$ cat src/rv_cfg.svh
`ifndef RV_CFG_SVH
`define RV_CFG_SVH

// pc value after reset
`define RV_RESET_PC 32'h8000_0000

// data path width
`define RV_XLEN 32

// instruction word width
`define RV_ILEN 32

// register file size and address width
`define RV_NREGS 32
`define RV_REG_AW 5

`endif

$ cat src/rv_isa_pkg.sv
`default_nettype none

package rv_isa_pkg;

  // major opcodes of the supported subset
  typedef enum logic [6:0] {
    OP_IMM = 7'b001_0011,
    LUI    = 7'b011_0111,
    AUIPC  = 7'b001_0111,
    JAL    = 7'b110_1111,
    JALR   = 7'b110_0111,
    LOAD   = 7'b000_0011,
    STORE  = 7'b010_0011,
    SYSTEM = 7'b111_0011
  } opcode_e;

  // funct3 codes of loads and stores
  typedef enum logic [2:0] {
    SZ_B  = 3'b000,
    SZ_H  = 3'b001,
    SZ_W  = 3'b010,
    SZ_BU = 3'b100,
    SZ_HU = 3'b101
  } mem_size_e;

  // r-type layout, msb first
  typedef struct packed {
    logic [6:0] funct7;
    logic [4:0] rs2;
    logic [4:0] rs1;
    logic [2:0] funct3;
    logic [4:0] rd;
    opcode_e    opcode;
  } inst_fields_t;

endpackage

`default_nettype wire

$ cat src/core_pkg.sv
`default_nettype none

`include "rv_cfg.svh"

package core_pkg;

  // where the register write data comes from
  typedef enum logic [1:0] {
    WB_ADD  = 2'd0,
    WB_LINK = 2'd1,
    WB_LOAD = 2'd2
  } wb_sel_e;

  // decoded control for one instruction
  typedef struct packed {
    logic [`RV_REG_AW-1:0] rs1;
    logic [`RV_REG_AW-1:0] rs2;
    logic [`RV_REG_AW-1:0] rd;
    logic [`RV_XLEN-1:0]   imm;
    logic                  use_pc;     // adder input a is pc
    logic                  reg_write;
    wb_sel_e               wb_sel;
    logic                  is_jump;
    logic                  is_load;
    logic                  is_store;
    rv_isa_pkg::mem_size_e mem_size;
    logic                  is_ebreak;
  } ctrl_t;

  // same cycle data memory request
  typedef struct packed {
    logic [`RV_XLEN-1:0]   addr;       // word aligned
    logic [`RV_XLEN-1:0]   wdata;      // already in its byte lane
    logic [`RV_XLEN/8-1:0] wmask;
    logic                  read;
    logic                  write;
  } dmem_req_t;

endpackage

`default_nettype wire

$ cat src/decoder.sv
`timescale 1ns/10ps
`default_nettype none

`include "rv_cfg.svh"

module decoder (
  input  logic [`RV_ILEN-1:0] inst,
  output core_pkg::ctrl_t     ctrl
);
  import rv_isa_pkg::*;
  import core_pkg::*;

  inst_fields_t        fields;
  logic [`RV_XLEN-1:0] imm_i;
  logic [`RV_XLEN-1:0] imm_s;
  logic [`RV_XLEN-1:0] imm_u;
  logic [`RV_XLEN-1:0] imm_j;
  logic                ebreak_match;

  assign fields = inst_fields_t'(inst);

  // sign extended immediates
  assign imm_i = {{20{inst[31]}}, inst[31:20]};
  assign imm_s = {{20{inst[31]}}, inst[31:25], inst[11:7]};
  assign imm_u = {inst[31:12], 12'h000};    // already in the upper bits
  assign imm_j = {{12{inst[31]}}, inst[19:12], inst[20], inst[30:21], 1'b0};

  // only the exact ebreak encoding stops the core
  assign ebreak_match = ({fields.funct7, fields.rs2} == 12'h001) &&
                        (fields.rs1 == '0) &&
                        (fields.funct3 == 3'b000) &&
                        (fields.rd == '0);

  always_comb begin
    ctrl          = '0;
    ctrl.rs1      = fields.rs1;
    ctrl.rs2      = fields.rs2;
    ctrl.rd       = fields.rd;
    ctrl.wb_sel   = WB_ADD;
    ctrl.mem_size = mem_size_e'(fields.funct3);

    case (fields.opcode)
      OP_IMM: begin
        // addi only, other funct3 codes fall through as nop
        if (fields.funct3 == 3'b000) begin
          ctrl.imm       = imm_i;
          ctrl.reg_write = 1'b1;
        end
      end
      LUI: begin
        ctrl.rs1       = '0;                // adder a reads x0
        ctrl.imm       = imm_u;
        ctrl.reg_write = 1'b1;
      end
      AUIPC: begin
        ctrl.imm       = imm_u;
        ctrl.use_pc    = 1'b1;
        ctrl.reg_write = 1'b1;
      end
      JAL: begin
        ctrl.imm       = imm_j;
        ctrl.use_pc    = 1'b1;
        ctrl.reg_write = 1'b1;
        ctrl.wb_sel    = WB_LINK;
        ctrl.is_jump   = 1'b1;
      end
      JALR: begin
        ctrl.imm       = imm_i;
        ctrl.reg_write = 1'b1;
        ctrl.wb_sel    = WB_LINK;
        ctrl.is_jump   = 1'b1;
      end
      LOAD: begin
        ctrl.imm       = imm_i;
        ctrl.reg_write = 1'b1;
        ctrl.wb_sel    = WB_LOAD;
        ctrl.is_load   = 1'b1;
      end
      STORE: begin
        ctrl.imm      = imm_s;
        ctrl.is_store = 1'b1;
      end
      SYSTEM: begin
        ctrl.is_ebreak = ebreak_match;    // ecall and csr ops are nops
      end
      default: begin
        // unknown opcode, pc just moves on
      end
    endcase
  end

endmodule

`default_nettype wire

$ cat src/reg_file.sv
`timescale 1ns/10ps
`default_nettype none

`include "rv_cfg.svh"

module reg_file (
  input  logic                  clk,
  input  logic                  reset,
  input  logic [`RV_REG_AW-1:0] rs1_addr,
  input  logic [`RV_REG_AW-1:0] rs2_addr,
  input  logic                  wen,
  input  logic [`RV_REG_AW-1:0] waddr,
  input  logic [`RV_XLEN-1:0]   wdata,
  output logic [`RV_XLEN-1:0]   rs1_data,
  output logic [`RV_XLEN-1:0]   rs2_data
);

  // x0 has no storage
  logic [`RV_XLEN-1:0] regs [1:`RV_NREGS-1];

  always_ff @(posedge clk) begin
    if (reset) begin
      for (int i = 1; i < `RV_NREGS; i++) begin
        regs[i] <= '0;
      end
    end else if (wen && (waddr != '0)) begin
      regs[waddr] <= wdata;
    end
  end

  assign rs1_data = (rs1_addr == '0) ? '0 : regs[rs1_addr];
  assign rs2_data = (rs2_addr == '0) ? '0 : regs[rs2_addr];

  // write address must be resolved whenever a write is issued
  a_waddr_known: assert property (@(posedge clk) disable iff (reset)
    wen |-> !$isunknown(waddr))
    else $error("reg_file: write with unknown address");

endmodule

`default_nettype wire

$ cat src/exec_unit.sv
`timescale 1ns/10ps
`default_nettype none

`include "rv_cfg.svh"

module exec_unit (
  input  logic                  clk,
  input  logic                  reset,
  input  core_pkg::ctrl_t       ctrl,
  input  logic [`RV_XLEN-1:0]   rs1_data,
  input  logic [`RV_XLEN-1:0]   load_data,
  output logic [`RV_XLEN-1:0]   pc,
  output logic [`RV_XLEN-1:0]   sum,
  output logic                  halt,
  output logic                  wen,
  output logic [`RV_REG_AW-1:0] waddr,
  output logic [`RV_XLEN-1:0]   wdata
);
  import core_pkg::*;

  logic [`RV_XLEN-1:0] pc_plus4;
  logic [`RV_XLEN-1:0] op_a;
  logic [`RV_XLEN-1:0] next_pc;

  assign pc_plus4 = pc + `RV_XLEN'd4;

  // the one adder: addresses, targets and addi/lui/auipc results
  assign op_a = ctrl.use_pc ? pc : rs1_data;
  assign sum  = op_a + ctrl.imm;

  always_comb begin
    case (ctrl.wb_sel)
      WB_LINK: wdata = pc_plus4;
      WB_LOAD: wdata = load_data;
      default: wdata = sum;
    endcase
  end

  assign wen   = ctrl.reg_write && !halt;   // nothing retires once halted
  assign waddr = ctrl.rd;

  always_comb begin
    if (halt || ctrl.is_ebreak) begin
      next_pc = pc;                          // park on the ebreak
    end else if (ctrl.is_jump) begin
      next_pc = {sum[`RV_XLEN-1:1], 1'b0};
    end else begin
      next_pc = pc_plus4;
    end
  end

  always_ff @(posedge clk) begin
    if (reset) begin
      pc   <= `RV_RESET_PC;
      halt <= 1'b0;
    end else begin
      pc <= next_pc;
      if (ctrl.is_ebreak) begin
        halt <= 1'b1;                        // sticky until reset
      end
    end
  end

  a_pc_aligned: assert property (@(posedge clk) disable iff (reset)
    pc[1:0] == 2'b00)
    else $error("exec_unit: pc not word aligned");

endmodule

`default_nettype wire

$ cat src/lsu.sv
`timescale 1ns/10ps
`default_nettype none

`include "rv_cfg.svh"

module lsu (
  input  core_pkg::ctrl_t     ctrl,
  input  logic                halt,
  input  logic [`RV_XLEN-1:0] addr,
  input  logic [`RV_XLEN-1:0] rs2_data,
  input  logic [`RV_XLEN-1:0] dmem_rdata,
  output core_pkg::dmem_req_t dmem_req,
  output logic [`RV_XLEN-1:0] load_data
);
  import rv_isa_pkg::*;
  import core_pkg::*;

  logic [1:0]          offset;
  logic                aligned;
  logic [`RV_XLEN-1:0] shifted;

  assign offset  = addr[1:0];
  assign shifted = dmem_rdata >> {offset, 3'b000};   // selected lane in the low bits

  // halves need an even address, words a multiple of four
  always_comb begin
    case (ctrl.mem_size)
      SZ_H, SZ_HU: aligned = !offset[0];
      SZ_W:        aligned = (offset == 2'b00);
      default:     aligned = 1'b1;
    endcase
  end

  always_comb begin
    dmem_req       = '0;
    dmem_req.addr  = {addr[`RV_XLEN-1:2], 2'b00};
    dmem_req.read  = ctrl.is_load && !halt;
    dmem_req.write = ctrl.is_store && !halt;    // no access once halted
    if (ctrl.is_store && aligned) begin
      dmem_req.wdata = rs2_data << {offset, 3'b000};
      case (ctrl.mem_size)
        SZ_B:    dmem_req.wmask = 4'b0001 << offset;
        SZ_H:    dmem_req.wmask = offset[1] ? 4'b1100 : 4'b0011;
        SZ_W:    dmem_req.wmask = 4'b1111;
        default: dmem_req.wmask = '0;
      endcase
    end
  end

  // misaligned loads return zero
  always_comb begin
    load_data = '0;
    if (aligned) begin
      case (ctrl.mem_size)
        SZ_B:    load_data = {{(`RV_XLEN-8){shifted[7]}}, shifted[7:0]};
        SZ_H:    load_data = {{(`RV_XLEN-16){shifted[15]}}, shifted[15:0]};
        SZ_BU:   load_data = {{(`RV_XLEN-8){1'b0}}, shifted[7:0]};
        SZ_HU:   load_data = {{(`RV_XLEN-16){1'b0}}, shifted[15:0]};
        default: load_data = dmem_rdata;
      endcase
    end
  end

  // a request is a load or a store, never both
  always_comb begin
    a_rw_exclusive: assert ((dmem_req.read & dmem_req.write) !== 1'b1)
      else $error("lsu: read and write in the same request");
  end

endmodule

`default_nettype wire

$ cat src/rv_core_top.sv
`timescale 1ns/10ps
`default_nettype none

`include "rv_cfg.svh"

module rv_core_top (
  input  logic                clk,
  input  logic                reset,
  input  logic [`RV_ILEN-1:0] inst,
  input  logic [`RV_XLEN-1:0] dmem_rdata,
  output logic [`RV_XLEN-1:0] pc,
  output core_pkg::dmem_req_t dmem_req,
  output logic                halt
);
  import core_pkg::*;

  ctrl_t                 ctrl;
  logic [`RV_XLEN-1:0]   rs1_data;
  logic [`RV_XLEN-1:0]   rs2_data;
  logic [`RV_XLEN-1:0]   sum;          // effective address for lsu
  logic [`RV_XLEN-1:0]   load_data;
  logic                  wen;
  logic [`RV_REG_AW-1:0] waddr;
  logic [`RV_XLEN-1:0]   wdata;

  decoder i_decoder (
    .inst (inst),
    .ctrl (ctrl)
  );

  reg_file i_reg_file (
    .clk      (clk),
    .reset    (reset),
    .rs1_addr (ctrl.rs1),
    .rs2_addr (ctrl.rs2),
    .wen      (wen),
    .waddr    (waddr),
    .wdata    (wdata),
    .rs1_data (rs1_data),
    .rs2_data (rs2_data)
  );

  exec_unit i_exec_unit (
    .clk       (clk),
    .reset     (reset),
    .ctrl      (ctrl),
    .rs1_data  (rs1_data),
    .load_data (load_data),
    .pc        (pc),
    .sum       (sum),
    .halt      (halt),
    .wen       (wen),
    .waddr     (waddr),
    .wdata     (wdata)
  );

  lsu i_lsu (
    .ctrl       (ctrl),
    .halt       (halt),
    .addr       (sum),
    .rs2_data   (rs2_data),
    .dmem_rdata (dmem_rdata),
    .dmem_req   (dmem_req),
    .load_data  (load_data)
  );

endmodule

`default_nettype wire

$ cat config.mk
export PLATFORM = sky130hd
export DESIGN_NAME = rv_core_top
export DESIGN_NICKNAME = d
export VERILOG_FILES = /design/src/rv_isa_pkg.sv /design/src/core_pkg.sv /design/src/decoder.sv /design/src/reg_file.sv /design/src/exec_unit.sv /design/src/lsu.sv /design/src/rv_core_top.sv
export VERILOG_INCLUDE_DIRS = /design/src
export SDC_FILE = /design/constraint.sdc
export NUM_CORES = 2
export LEC_CHECK = 0
export BUFFER_PORTS_ARGS = -buffer_cell sky130_fd_sc_hd__buf_2
export CAP_MARGIN = 40
export CORE_MARGIN = 2
export CORE_UTILIZATION = 45
export CTS_CLUSTER_DIAMETER = 80
export DETAILED_ROUTE_END_ITERATION = 6
export GPL_TIMING_DRIVEN = 0
export PLACE_DENSITY_LB_ADDON = 0.12
export SETUP_SLACK_MARGIN = 0.4
export SLEW_MARGIN = 20
export SYNTH_ARGS = -nofsm -noshare
export SYNTH_HDL_FRONTEND = slang
export SYNTH_SLANG_ARGS = --single-unit
$ cat constraint.sdc
create_clock -name clk -period 23.7 [get_ports clk]
set_input_delay 7.11 -clock clk [delete_from_list [all_inputs] [get_ports clk]]
set_output_delay 7.11 -clock clk [all_outputs]
set_load 0.005 [all_outputs]
==> results.sh <==
export IMPL_outcome="complete, but fails checks"
export IMPL_violations="DRC"
export IMPL_grt_overflow=0
export IMPL_skew_ps=28.1
export IMPL_syn_to_final_growth_pct=18.2
export IMPL_clkTransAtPathRegs_ps=60
export IMPL_slew_headroom_pct=11.9
export IMPL_finalCriticalPeriod_ps=23460
export IMPL_cts_resized=0
export IMPL_rows=132
export IMPL_cellLeakagePower_nw=25.6
export IMPL_synth_distinct_cells=85
export IMPL_crit_start="inst[3]"
export IMPL_start_util_pct=45.4
export IMPL_synth_edf_count=1024
export IMPL_slew_violations=0
export IMPL_globalplace_congestion=1.08
export IMPL_timing_rr_start="i_reg_file.regs[11][0]$_SDFFCE_PN0P_"
export IMPL_yosysTopAreaCell="edfxtp_1"
export IMPL_ys_seq_elements=1056
export IMPL_drtIter0Drc=11206
export IMPL_hp_start="i_exec_unit.pc[29]$_SDFFE_PP0N_"
export IMPL_max_cap_violations=0
export IMPL_fill_cells=11695
export IMPL_cts_setup_buffers=0
export IMPL_fp_dieArea_sq_mm=0.134
export IMPL_core_area_sq_mm=0.130
export IMPL_cp_arrival_ps=16350
export IMPL_fmax_mhz=42.6
export IMPL_synth_top_area_share_pct=52.1
export IMPL_async_flop_share_pct=0
export IMPL_synth_ff_type="edfxtp_1"
export IMPL_vdd_drop_max_v=0.0000647
export IMPL_die_w_microns=366
export IMPL_yosysSeqAreaShare_pct=53.2
export IMPL_total_power_mw=5.28
export IMPL_hold_path_class="reg -> reg"
export IMPL_cp_end_kind="output pin"
export IMPL_antenna_found_initial=45
export IMPL_stdcell_area_sq_mm=0.0697
export IMPL_multi_input_area_sq_mm=0.0254
export IMPL_htreeDepth=3
export IMPL_cts_hold_buf=0
export IMPL_power_density_mw_per_mm2=75.8
export IMPL_rsz0062_at_grt="false"
export IMPL_synth_cells=5390
export IMPL_final_hold_viol_count=0
export IMPL_crit_path_max_fanout=10
export IMPL_worstSetupPathType="in -> out"
export IMPL_cts_root_buf="clkbuf_16"
export IMPL_drt_antenna_violating_nets=0
export IMPL_fin_crit_sh_pct=99.0
export IMPL_clk_insertion_delay_late_ps=770
export IMPL_numClockSinks=1056
export IMPL_port_buffers=156
export IMPL_mostFrequentLayoutCells="1079 x nor2_1, 1024 x edfxtp_1, 641 x nand2_1"
export IMPL_drc=2
export IMPL_cts_max_path_buffers=3
export IMPL_layout_commonest_cell="nor2_1"
export IMPL_grt_max_degree=33
export IMPL_post_drt_wl_per_cell_microns=44.9
export IMPL_grt_usage_pct=51.2
export IMPL_via_count=55956
export IMPL_drive_gt1_share_pct=18.2
export IMPL_nets=6052
export IMPL_io_pins=169
export IMPL_synth_area_leaders="edfxtp_1 52%, mux4_2 12%, nor2_1 6.9%, nand2_1 4.3%, clkbuf_1 3.0%"
export IMPL_routed_wl_mm=351
export IMPL_viasPerCell=7.16
export IMPL_grt_pass1_wl_mm=458
export IMPL_avgSynthCellArea_sq_um=10.9
export IMPL_tritoncts="built"
export IMPL_placedInstanceArea_sq_mm=0.0649
export IMPL_netlist_area_sq_mm=0.0590
export IMPL_setup_viol=0
export IMPL_cts_inserted_buffers=121
export IMPL_ys_warn_count=0
export IMPL_critical_path_required_ps=16590
export IMPL_firstDrtPassIters=6
export IMPL_die_y_microns=366
export IMPL_start_kind="input port"
export IMPL_finalSetupTns_ps=0
export IMPL_hpwl_mm=273
export IMPL_tightest_slew_ps=1320
export IMPL_seqCellArea_sq_mm=0.0314
export IMPL_grt_pass1_vias=50894
[path summary, 6_finish.rpt]
check	endpoint	slack, ps	depth (start not counted)
worst max-delay path	dmem_req[69]	240	23
worst min-delay path	i_exec_unit.pc[29]$_SDFFE_PP0N_	600	2
worst max register to register	i_reg_file.regs[17][10]$_SDFFCE_PN0P_	16490	19
worst min register to register	i_exec_unit.pc[29]$_SDFFE_PP0N_	600	2
[report_power, final]
| group | total (mW) | internal (mW) | leakage, nW | switching, mW |
|---|---|---|---|---|
| Sequential | 2.16 | 2.11 | 10.8 | 0.0469 |
| Clock | 2.06 | 1.20 | 2.05 | 0.854 |
| Combinational | 1.07 | 0.283 | 12.8 | 0.782 |
| Total | 5.28 | 3.60 | 25.6 | 1.68 |
[cells in the mapped netlist, drive strengths merged, types with 5 or more instances]
| library cell | n |
|---|---|
| nor2 | 1079 |
| edfxtp | 1024 |
| nand2 | 673 |
| clkbuf | 467 |
| mux4 | 323 |
| nor3 | 155 |
| o21ai | 142 |
| a211oi | 137 |
| a31oi | 132 |
| a221oi | 131 |
| a21oi | 127 |
| nor2b | 126 |
| buf | 104 |
| nand3 | 97 |
| inv | 65 |
| a311oi | 61 |
| and3 | 50 |
| o221ai | 45 |
| o22ai | 41 |
| a21o | 35 |
| ha | 34 |
| xor2 | 33 |
| dfxtp | 32 |
| a32o | 29 |
| and2 | 21 |
| xnor2 | 21 |
| a22oi | 19 |
| mux2i | 18 |
| o211ai | 12 |
| a22o | 11 |
| nor4 | 11 |
| o21bai | 10 |
| or3 | 10 |
| nand2b | 9 |
| nand4 | 9 |
| nor3b | 7 |
| o21a | 7 |
| o22a | 6 |
| a221o | 5 |
| mux2 | 5 |
| nor4b | 5 |
| o2bb2ai | 5 |
[metrics by stage]
step / setup slack [ps] / hold slack [ps] / utilization [%] / cells
global route: 693 / 608 / 53.7 / 7795
finish: 239 / 600 / 53.7 / 7819
CTS: 1030 / 593 / 53.3 / 7748
detailed placement: 1030 / 584 / 50.0 / 7526
floorplan: 5090 / 492 / - / 5424
global placement: 89.2 / 593 / 47.8 / 7322
[layer usage]
layer | part of all wire [%] | up-vias | GRT usage (%)
met2 | 40 | 5541 | 69.8
met1 | 33 | 27690 | 61.0
met4 | 10 | 42 | 41.8
li1 | - | 21298 | -
met3 | 17 | 1385 | 24.4
met5 | 0.13 | - | 0.427
[worst max-delay path, stage by stage]
cell	delay, ps
buf_2	180
and3b_1	240
buf_2	230
a21bo_2	260
clkbuf_1	510
buf_6	250
buf_2	410
clkbuf_1	430
buf_6	250
clkbuf_1	760
a31oi_1	330
o221ai_1	660
o21ai_0	560
a32o_1	460
ha_1	360
and2_1	210
o21ai_0	150
or4_1	770
a21oi_2	420
a21oi_1	160
o21ai_0	740
xnor3_1	670
buf_2	180
[layout make-up]
cell class / instances / share of cell area, %
antenna: 27 / 0.0969
buffer: 571 / 3.32
clock buffer: 135 / 4.51
clock inverter: 87 / 1.56
inverter: 66 / 0.355
multi-input combinational: 3731 / 36.5
sequential: 1056 / 45.0
tap: 1742 / 3.13
timing repair buffer: 404 / 5.54
[registers in the layout, indices dropped and copies added, names as in the netlist]
register	cells
i_reg_file.regs	1024
i_exec_unit.pc	31
i_exec_unit.halt	1
[logic make-up (layout without fill, tap and decap cells)]
group	Yosys count	in the layout	synth area share, %
AND/OR/NAND/NOR	2273	2273	16.3
adder cells (fa/ha/maj)	35	35	0.755
flip-flops	1056	1056	53.2
buffers and inverters	637	1263	4.23
multiplexers	346	346	12.7
AO/OA/AOI/OAI	987	987	11.9
other	1	62	0.00636
XOR/XNOR	55	55	0.840
Note: power is estimated with default switching activity, not from simulation.
